<file path="src/source/stream_pkg.sv">
/*
 Stream fabric package. Holds the port count, the beat format shared
 by every valid/ready stream, and the enums of the pipeline stages.
*/
package stream_pkg;

    // ~~~~~~~~~~~~~~~~~~~~~~~~~~~~~~~~~~~~~~~~
    // Sizes
    // ~~~~~~~~~~~~~~~~~~~~~~~~~~~~~~~~~~~~~~~~

    localparam int PORTS         = 4;  // Input ports and output ports alike.
    localparam int PAYLOAD_WIDTH = 32;
    localparam int ID_WIDTH      = $clog2(PORTS);

    // ~~~~~~~~~~~~~~~~~~~~~~~~~~~~~~~~~~~~~~~~
    // Types
    // ~~~~~~~~~~~~~~~~~~~~~~~~~~~~~~~~~~~~~~~~

    // A port number. On fabric inputs it names the destination,
    // on fabric outputs it names the source.
    typedef logic [ID_WIDTH-1:0]      port_id_t;
    typedef logic [PAYLOAD_WIDTH-1:0] payload_t;

    // One beat as it travels on any stream of the fabric.
    typedef struct packed {
        payload_t payload;
        port_id_t id;
    } stream_beat_t;

    // Behavior of a stream_stage.
    typedef enum logic {
        STREAM_PIPELINE_MODE_REGISTERED,  // One cycle of latency, registered ready.
        STREAM_PIPELINE_MODE_BYPASS       // Plain wires.
    } stream_pipeline_mode_t;

    // Occupancy of the skid-buffered stage.
    typedef enum logic [1:0] {
        STAGE_EMPTY,
        STAGE_ONE,   // Main register holds a beat.
        STAGE_TWO    // Main and skid registers both hold a beat.
    } stage_state_t;

endpackage
</file>
<file path="src/source/stream_fabric.sv">
/*
 Four-port stream crossbar. Each input split fans out one lane per
 output, and each output merge collects the lanes aimed at it.
*/
`timescale 1ns/1ps

module stream_fabric (
    input  logic                     clk,
    input  logic                     reset,
    input  logic [stream_pkg::PORTS-1:0] in_valid,
    input  stream_pkg::stream_beat_t in_beat [stream_pkg::PORTS],
    output logic [stream_pkg::PORTS-1:0] in_ready,
    output logic [stream_pkg::PORTS-1:0] out_valid,
    output stream_pkg::stream_beat_t out_beat [stream_pkg::PORTS],
    input  logic [stream_pkg::PORTS-1:0] out_ready
);

    import stream_pkg::*;

    // Lanes as seen from the split side, indexed [source][destination].
    logic [PORTS-1:0] split_valid [PORTS];
    logic [PORTS-1:0] split_ready [PORTS];
    stream_beat_t     split_beat  [PORTS][PORTS];

    // The same lanes as seen from the merge side, indexed [destination][source].
    logic [PORTS-1:0] merge_valid [PORTS];
    logic [PORTS-1:0] merge_ready [PORTS];
    stream_beat_t     merge_beat  [PORTS][PORTS];

    // ~~~~~~~~~~~~~~~~~~~~~~~~~~~~~~~~~~~~~~~~
    // Crossing
    // ~~~~~~~~~~~~~~~~~~~~~~~~~~~~~~~~~~~~~~~~

    for (genvar s = 0; s < PORTS; s++) begin : g_src
        for (genvar d = 0; d < PORTS; d++) begin : g_dst
            assign merge_valid[d][s] = split_valid[s][d];
            assign merge_beat[d][s]  = split_beat[s][d];
            assign split_ready[s][d] = merge_ready[d][s];  // Ready flows back.
        end
    end

    // ~~~~~~~~~~~~~~~~~~~~~~~~~~~~~~~~~~~~~~~~
    // Splits and merges
    // ~~~~~~~~~~~~~~~~~~~~~~~~~~~~~~~~~~~~~~~~

    for (genvar p = 0; p < PORTS; p++) begin : g_port
        stream_split split_inst (
            .clk        (clk),
            .reset      (reset),
            .in_valid   (in_valid[p]),
            .in_beat    (in_beat[p]),
            .in_ready   (in_ready[p]),
            .lane_valid (split_valid[p]),
            .lane_beat  (split_beat[p]),
            .lane_ready (split_ready[p])
        );

        stream_merge merge_inst (
            .clk        (clk),
            .reset      (reset),
            .lane_valid (merge_valid[p]),
            .lane_beat  (merge_beat[p]),
            .lane_ready (merge_ready[p]),
            .out_valid  (out_valid[p]),
            .out_beat   (out_beat[p]),
            .out_ready  (out_ready[p])
        );
    end

endmodule

</file>
<file path="src/source/stream_merge.sv">
/*
 Stream merge. A round-robin arbiter picks one of the lanes aimed at
 this output, and the chosen beat leaves through a registered stage
 with its id set to the lane number, which is the source port.
*/
`timescale 1ns/1ps

module stream_merge (
    input  logic                     clk,
    input  logic                     reset,
    input  logic [stream_pkg::PORTS-1:0] lane_valid,
    input  stream_pkg::stream_beat_t lane_beat [stream_pkg::PORTS],
    output logic [stream_pkg::PORTS-1:0] lane_ready,
    output logic                     out_valid,
    output stream_pkg::stream_beat_t out_beat,
    input  logic                     out_ready
);

    import stream_pkg::*;

    port_id_t     ptr_q;        // First lane looked at in the search.
    port_id_t     grant_idx;
    logic         grant_found;
    logic         stage_ready;
    logic         transfer;
    stream_beat_t stage_beat;

    // ~~~~~~~~~~~~~~~~~~~~~~~~~~~~~~~~~~~~~~~~
    // Round-robin arbiter
    // ~~~~~~~~~~~~~~~~~~~~~~~~~~~~~~~~~~~~~~~~

    // Walk the lanes starting at the pointer and take the first valid one.
    always_comb begin
        port_id_t cand;

        grant_found = 1'b0;
        grant_idx   = ptr_q;
        for (int k = 0; k < PORTS; k++) begin
            cand = ptr_q + port_id_t'(k);  // Wraps around the port count.
            if (!grant_found && lane_valid[cand]) begin
                grant_found = 1'b1;
                grant_idx   = cand;
            end
        end
    end

    assign transfer = grant_found && stage_ready;

    // Only the granted lane is told to move.
    always_comb begin
        for (int k = 0; k < PORTS; k++) begin
            lane_ready[k] = transfer && (grant_idx == port_id_t'(k));
        end
    end

    // The pointer moves past the winner once its beat is taken.
    always_ff @(posedge clk) begin
        if (reset) begin
            ptr_q <= '0;
        end else if (transfer) begin
            ptr_q <= grant_idx + port_id_t'(1);
        end
    end

    // ~~~~~~~~~~~~~~~~~~~~~~~~~~~~~~~~~~~~~~~~
    // Output stage
    // ~~~~~~~~~~~~~~~~~~~~~~~~~~~~~~~~~~~~~~~~

    always_comb begin
        stage_beat.payload = lane_beat[grant_idx].payload;
        stage_beat.id      = grant_idx;  // Tag with the source port.
    end

    stream_stage #(
        .PIPELINE_MODE(STREAM_PIPELINE_MODE_REGISTERED)
    ) out_stage (
        .clk       (clk),
        .reset     (reset),
        .in_valid  (grant_found),
        .in_beat   (stage_beat),
        .in_ready  (stage_ready),
        .out_valid (out_valid),
        .out_beat  (out_beat),
        .out_ready (out_ready)
    );

    // At most one lane moves per cycle, and only a lane that offers a beat.
    a_grant_onehot: assert property (@(posedge clk) disable iff (reset)
        $onehot0(lane_ready) && ((lane_ready & ~lane_valid) == '0));

endmodule

</file>
<file path="src/source/stream_split.sv">
/*
 Stream split. Steers each beat of one input stream to the lane named
 by its destination id. Every lane has its own registered stage.
*/
`timescale 1ns/1ps

module stream_split (
    input  logic                     clk,
    input  logic                     reset,
    input  logic                     in_valid,
    input  stream_pkg::stream_beat_t in_beat,
    output logic                     in_ready,
    output logic [stream_pkg::PORTS-1:0] lane_valid,
    output stream_pkg::stream_beat_t lane_beat [stream_pkg::PORTS],
    input  logic [stream_pkg::PORTS-1:0] lane_ready
);

    import stream_pkg::*;

    logic [PORTS-1:0] produce;         // One-hot decode of the destination.
    logic [PORTS-1:0] stage_in_valid;
    logic [PORTS-1:0] stage_in_ready;

    // ~~~~~~~~~~~~~~~~~~~~~~~~~~~~~~~~~~~~~~~~
    // Steering
    // ~~~~~~~~~~~~~~~~~~~~~~~~~~~~~~~~~~~~~~~~

    always_comb begin
        produce = '0;
        produce[in_beat.id] = 1'b1;
    end

    // Only the addressed lane sees the valid bit.
    assign stage_in_valid = in_valid ? produce : '0;

    // The input moves when the addressed stage has room.
    assign in_ready = stage_in_ready[in_beat.id];

    // ~~~~~~~~~~~~~~~~~~~~~~~~~~~~~~~~~~~~~~~~
    // Lane stages
    // ~~~~~~~~~~~~~~~~~~~~~~~~~~~~~~~~~~~~~~~~

    for (genvar k = 0; k < PORTS; k++) begin : g_lane
        stream_stage #(
            .PIPELINE_MODE(STREAM_PIPELINE_MODE_REGISTERED)
        ) lane_stage (
            .clk       (clk),
            .reset     (reset),
            .in_valid  (stage_in_valid[k]),
            .in_beat   (in_beat),          // The beat goes out unchanged.
            .in_ready  (stage_in_ready[k]),
            .out_valid (lane_valid[k]),
            .out_beat  (lane_beat[k]),
            .out_ready (lane_ready[k])
        );
    end

    // A beat is offered to a single lane only, so it can never be duplicated.
    a_one_lane: assert property (@(posedge clk) disable iff (reset)
        $onehot0(stage_in_valid));

    // A held input keeps its lane valid until that lane takes it.
    a_in_hold: assert property (@(posedge clk) disable iff (reset)
        in_valid && !in_ready |=> in_valid && $stable(in_beat));

endmodule

</file>
<file path="src/source/stream_stage.sv">
/*
 Stream pipeline stage. In registered mode it holds up to two beats,
 a main entry and a skid entry, so that it runs at full rate while its
 ready output comes straight from a flop. Bypass mode is plain wires.
*/
`timescale 1ns/1ps

module stream_stage #(
    parameter stream_pkg::stream_pipeline_mode_t PIPELINE_MODE =
        stream_pkg::STREAM_PIPELINE_MODE_REGISTERED
)(
    input  logic                     clk,
    input  logic                     reset,
    input  logic                     in_valid,
    input  stream_pkg::stream_beat_t in_beat,
    output logic                     in_ready,
    output logic                     out_valid,
    output stream_pkg::stream_beat_t out_beat,
    input  logic                     out_ready
);

    import stream_pkg::*;

    if (PIPELINE_MODE == STREAM_PIPELINE_MODE_BYPASS) begin : g_bypass
        assign out_valid = in_valid;
        assign out_beat  = in_beat;
        assign in_ready  = out_ready;
    end else begin : g_registered
        stage_state_t state_q;
        stage_state_t state_d;
        stream_beat_t main_q;  // Beat shown at the output.
        stream_beat_t skid_q;  // Beat caught while the output stalled.
        logic         ready_q;
        logic         push;
        logic         pop;

        assign push = in_valid && ready_q;
        assign pop  = (state_q != STAGE_EMPTY) && out_ready;

        always_comb begin
            state_d = state_q;
            case (state_q)
                STAGE_EMPTY: if (push) state_d = STAGE_ONE;
                STAGE_ONE: begin
                    if (push && !pop) begin
                        state_d = STAGE_TWO;   // Output stalled, park the new beat.
                    end else if (!push && pop) begin
                        state_d = STAGE_EMPTY;
                    end
                end
                STAGE_TWO: if (pop) state_d = STAGE_ONE;
                default: state_d = STAGE_EMPTY;
            endcase
        end

        always_ff @(posedge clk) begin
            if (reset) begin
                state_q <= STAGE_EMPTY;
                ready_q <= 1'b0;  // Nothing is taken while reset is high.
            end else begin
                state_q <= state_d;
                ready_q <= (state_d != STAGE_TWO);
            end
        end

        // Data path. The skid entry refills the main entry once the output moves.
        always_ff @(posedge clk) begin
            case (state_q)
                STAGE_EMPTY: if (push) main_q <= in_beat;
                STAGE_ONE: begin
                    if (push && pop) begin
                        main_q <= in_beat;
                    end else if (push) begin
                        skid_q <= in_beat;
                    end
                end
                STAGE_TWO: if (pop) main_q <= skid_q;
                default: ;
            endcase
        end

        assign in_ready  = ready_q;
        assign out_valid = (state_q != STAGE_EMPTY);
        assign out_beat  = main_q;

        // A stalled beat must not change under the consumer.
        a_out_stable: assert property (@(posedge clk) disable iff (reset)
            out_valid && !out_ready |=> out_valid && $stable(out_beat));
    end

endmodule

</file>
<file path="config.mk">
export PLATFORM = sky130hd
export DESIGN_NAME = stream_fabric
export DESIGN_NICKNAME = d
export VERILOG_FILES = /design/src/source/stream_pkg.sv /design/src/source/stream_fabric.sv /design/src/source/stream_merge.sv /design/src/source/stream_split.sv /design/src/source/stream_stage.sv
export SDC_FILE = /design/constraint.sdc
export NUM_CORES = 2
export LEC_CHECK = 0
export BUFFER_PORTS_ARGS = -buffer_cell sky130_fd_sc_hd__buf_2
export CAP_MARGIN = 40
export CORE_ASPECT_RATIO = 1.2
export CORE_UTILIZATION = 39
export CTS_CLUSTER_SIZE = 8
export DETAILED_ROUTE_END_ITERATION = 16
export GPL_ROUTABILITY_DRIVEN = 1
export SKIP_LAST_GASP = 1
export SYNTH_ARGS = -nofsm -noshare
export SYNTH_HDL_FRONTEND = slang
export SYNTH_SLANG_ARGS = --single-unit
</file>
<file path="constraint.sdc">
create_clock -name clk -period 7.1 [get_ports clk]
set_input_delay 1.42 -clock clk [delete_from_list [all_inputs] [get_ports clk]]
set_output_delay 1.42 -clock clk [all_outputs]
set_load 0.02 [all_outputs]
</file>
==> impl_metrics.ini <==
[critical_path]
crit_buf_inv = 1
path_delay_family = simple AND/OR/NAND/NOR gates
cpPeakStageDelay_ns = 0.73
cp_slowest_cell = buf_4
timing.critical_path.required_ns = 7.56
cp.arrival_ns = 4.37
setup.worst_path.start_class = flip-flop
critical_path.max_fanout = 34
path_class = flip-flop to flip-flop
crit_chain = or2_0 -> or3_1 -> o311ai_1 -> nand2_4 -> buf_4 -> mux2i_1 -> a221oi_1
critPathCaptureType = flip-flop

[cts]
cts.root.buffer_cell = clkbuf_16
cts_made_buffers = 189
cts_repair_resized_insts = 0
clk_pin_slew_worst_paths_ns = 0.05
post_cts_buffers = 0
numClockSinks = 1364
htree_num_levels = 4
clock_insertion_delay_worst_skew_ns = 0.76
tritoncts_clock_tree = yes
ctsHoldBuffers = 0
max-clock-path-buffers = 3

[sta]
timing.final.hold_violations = 0
worst_slew_margin_rel = 0.3762
worst_pin_slew_ns = 0.9272
final_critical_path_setup_slack_ns = 3.187
setup-tns-final_ns = 0
timing.final.crit_share = 0.5511
fin_crit_ns = 3.913
setup_viol_count_final = 0
fmax_mhz = 255.6
unrepaired_setup_endpoints_after_global_routing = no
final.setup_skew_ns = 0.04284
slew_violations = 0

[detailed_routing]
wl_per_cell_um = 30.27
drc = 0
detail_route.vias_per_cell = 5.600
detail_route.iter0.violations = 2775
ant_nets = 0
wl_mm = 161.2
drt-pass1-iter-count = 5
vias = 29819

[placed_design]
detailedPlacementHpwl_mm = 104.1
place.detailed.instances = 5055
io_buffers = 289
place_congestion = 0.8403
place_area_mm2 = 0.05885
dp_slack_ns = 3.219

[layout]
nNetsFinal = 3568
post-route-cell-area_mm2 = 0.06410
stdcell_count = 5325
filler_cell_count = 11992
area_growth_syn_to_layout_pct = 17.04
layout-drive-gt1-share = 0.3502
final_core_utilization = 0.4603

[pwr]
leakage_nw = 21.14
powerDensity_mw_per_mm2 = 326.4
max-vdd-ir-drop_mv = 0.2530

[worst_hold_path]
hold_class = flip-flop to flip-flop

[synthesis]
synth_xor_xnor_area_share = 0.0006396
synth-edff-count = 1296
postSynthNetCount = 3168
dominantRegCellSynth = edfxtp_1
combinational_family_with_the_most_area_after_synthesis = multiplexers
yosys-mux-area-fraction = 0.1824
synthesis.instances = 3022
netlist-cell-type-count = 67
yosysWarnings = 0
synth.yosys.seq_area_share = 0.7354
syn-cell-area_mm2 = 0.05477
async_reset_ff_frac = 0
synth-simple-area-share = 0.03205
synth_area_per_cell_um2 = 18.12
synth.ff_latch_count = 1364
synth_adder_area_share = 0
synth_compound_gate_area_share = 0.03502

[floorplanning]
placement_rows = 150
die_w_um = 344.1
core_region_area_mm2 = 0.1393
fp.dieArea_mm2 = 0.1419
floorplan.die.height_um = 412.5
pin_count = 290
initial_util = 0.3933

[global_route]
grt_usage = 0.2256
first_global_vias = 29601
globalRoute.totalOverflow = 0
antenna_found_initial = 27
wire_length_of_the_first_global_routing_pass_mm = 223.8
grt_start_max_net_pins = 43

[status]
run_status = complete, no violations

[flow_run]
cap_violations = 0
-- where the power goes --
part           internal (mW)  switching (mW)  total [mW]
sequential              9.50           0.205        9.70
clock                   4.89            3.23        8.12
combinational           1.12            1.99        3.10
-- flip-flops by register name, indices dropped and copies added, names as in the netlist --
register and cells:
g_port.split_inst.g_lane.lane_stage.g_registered.state_q 32, g_port.merge_inst.out_stage.g_registered.skid_q 136, g_port.split_inst.g_lane.lane_stage.in_ready 16, g_port.merge_inst.out_stage.out_beat 136, g_port.merge_inst.ptr_q 8, g_port.split_inst.g_lane.lane_stage.out_beat 512
g_port.split_inst.g_lane.lane_stage.g_registered.skid_q 512, g_port.merge_inst.out_stage.in_ready 4, g_port.merge_inst.out_stage.g_registered.state_q 8
-- cell usage in the layout (no fill, tap or decap), types with 6 or more instances in the layout --
| master | Yosys | layout |
|---|---|---|
| a211oi_1 | 11 | 11 |
| a21oi_1 | 67 | 64 |
| a221oi_1 | 64 | 64 |
| a31oi_1 | 19 | 19 |
| buf_12 | 3 | 6 |
| buf_2 | 20 | 291 |
| buf_4 | 19 | 67 |
| clkbuf_1 | 108 | 58 |
| clkbuf_16 | 0 | 192 |
| dfxtp_1 | 68 | 68 |
| diode_2 | 0 | 6 |
| edfxtp_1 | 1296 | 1296 |
| inv_1 | 10 | 10 |
| mux2_2 | 517 | 517 |
| mux2_4 | 28 | 28 |
| mux2i_1 | 292 | 292 |
| mux4_2 | 32 | 32 |
| nand2_1 | 53 | 51 |
| nand3b_1 | 8 | 8 |
| nand4b_1 | 6 | 6 |
| nand4bb_1 | 9 | 9 |
| nor2_1 | 169 | 151 |
| nor2_4 | 0 | 15 |
| nor2b_1 | 42 | 26 |
| nor2b_4 | 0 | 16 |
| nor3_1 | 9 | 8 |
| o21ai_0 | 6 | 6 |
| o21bai_1 | 13 | 13 |
| o2bb2ai_1 | 33 | 33 |
| or2_2 | 13 | 13 |
-- metal layers --
metal | global-route usage | vias to the layer above | part of all wire
li1 | - | 12801 | -
met1 | 0.2794 | 15639 | 0.39
met2 | 0.3861 | 1092 | 0.50
met3 | 0.04028 | 271 | 0.060
met4 | 0.09605 | 16 | 0.044
met5 | 0 | - | 0.00052
-- final timing paths --
check	to	slack [ns]	cells after the start
setup / recovery	g_port[2].merge_inst.out_stage.out_beat[31]	3.19	7
hold / removal	flip-flop	0.52	1
setup reg to reg	g_port[2].merge_inst.out_stage.out_beat[31]	3.19	7
hold reg to reg	flip-flop	0.52	1
-- metrics by stage --
| stage | power (mW) | hold slack [ns] |
|---|---|---|
| global route | 21.57 | 0.5391 |
| CTS | 21.10 | 0.5173 |
| finish | 20.93 | 0.5183 |
| global placement | 12.92 | 0.5085 |
| detailed placement | 13.00 | 0.5031 |
| floorplan | 11.75 | 0.4836 |
-- Yosys cell counts, types with 11 or more instances --
library cell  count  area share
a211oi_1         11      0.0015
a21oi_1          67      0.0061
a221oi_1         64       0.010
a31oi_1          19      0.0022
buf_2            20      0.0018
buf_4            19      0.0026
clkbuf_1        108      0.0074
dfxtp_1          68       0.025
edfxtp_1       1296        0.71
mux2_2          517        0.11
mux2_4           28      0.0077
mux2i_1         292       0.053
mux4_2           32       0.013
nand2_1          53      0.0036
nor2_1          169       0.012
nor2b_1          42      0.0048
o21bai_1         13      0.0018
o2bb2ai_1        33      0.0053
or2_2            13      0.0015
-- layout make-up --
type,instances,area [µm²],area share
flip-flops and latches,1364,40280,0.6283
multi-input cells,1487,14060,0.2193
clock buffers,250,5022,0.07835
well taps,1824,2282,0.03560
repair buffers,369,2188,0.03414
clock inverters,14,214.0,0.003338
inverters,11,46.29,0.0007222
diodes,6,15.01,0.0002342
-- cells by family (layout without fill, tap and decap cells) --
| logic type | Yosys count | count (layout) |
|---|---|---|
| mux | 873 | 873 |
| simple gates | 353 | 353 |
| xor+xnor | 4 | 4 |
| other cells | 0 | 6 |
| flops | 1364 | 1364 |
| buf+inv | 171 | 644 |
| compound gates | 257 | 257 |
(Power assumes the default switching activity.)
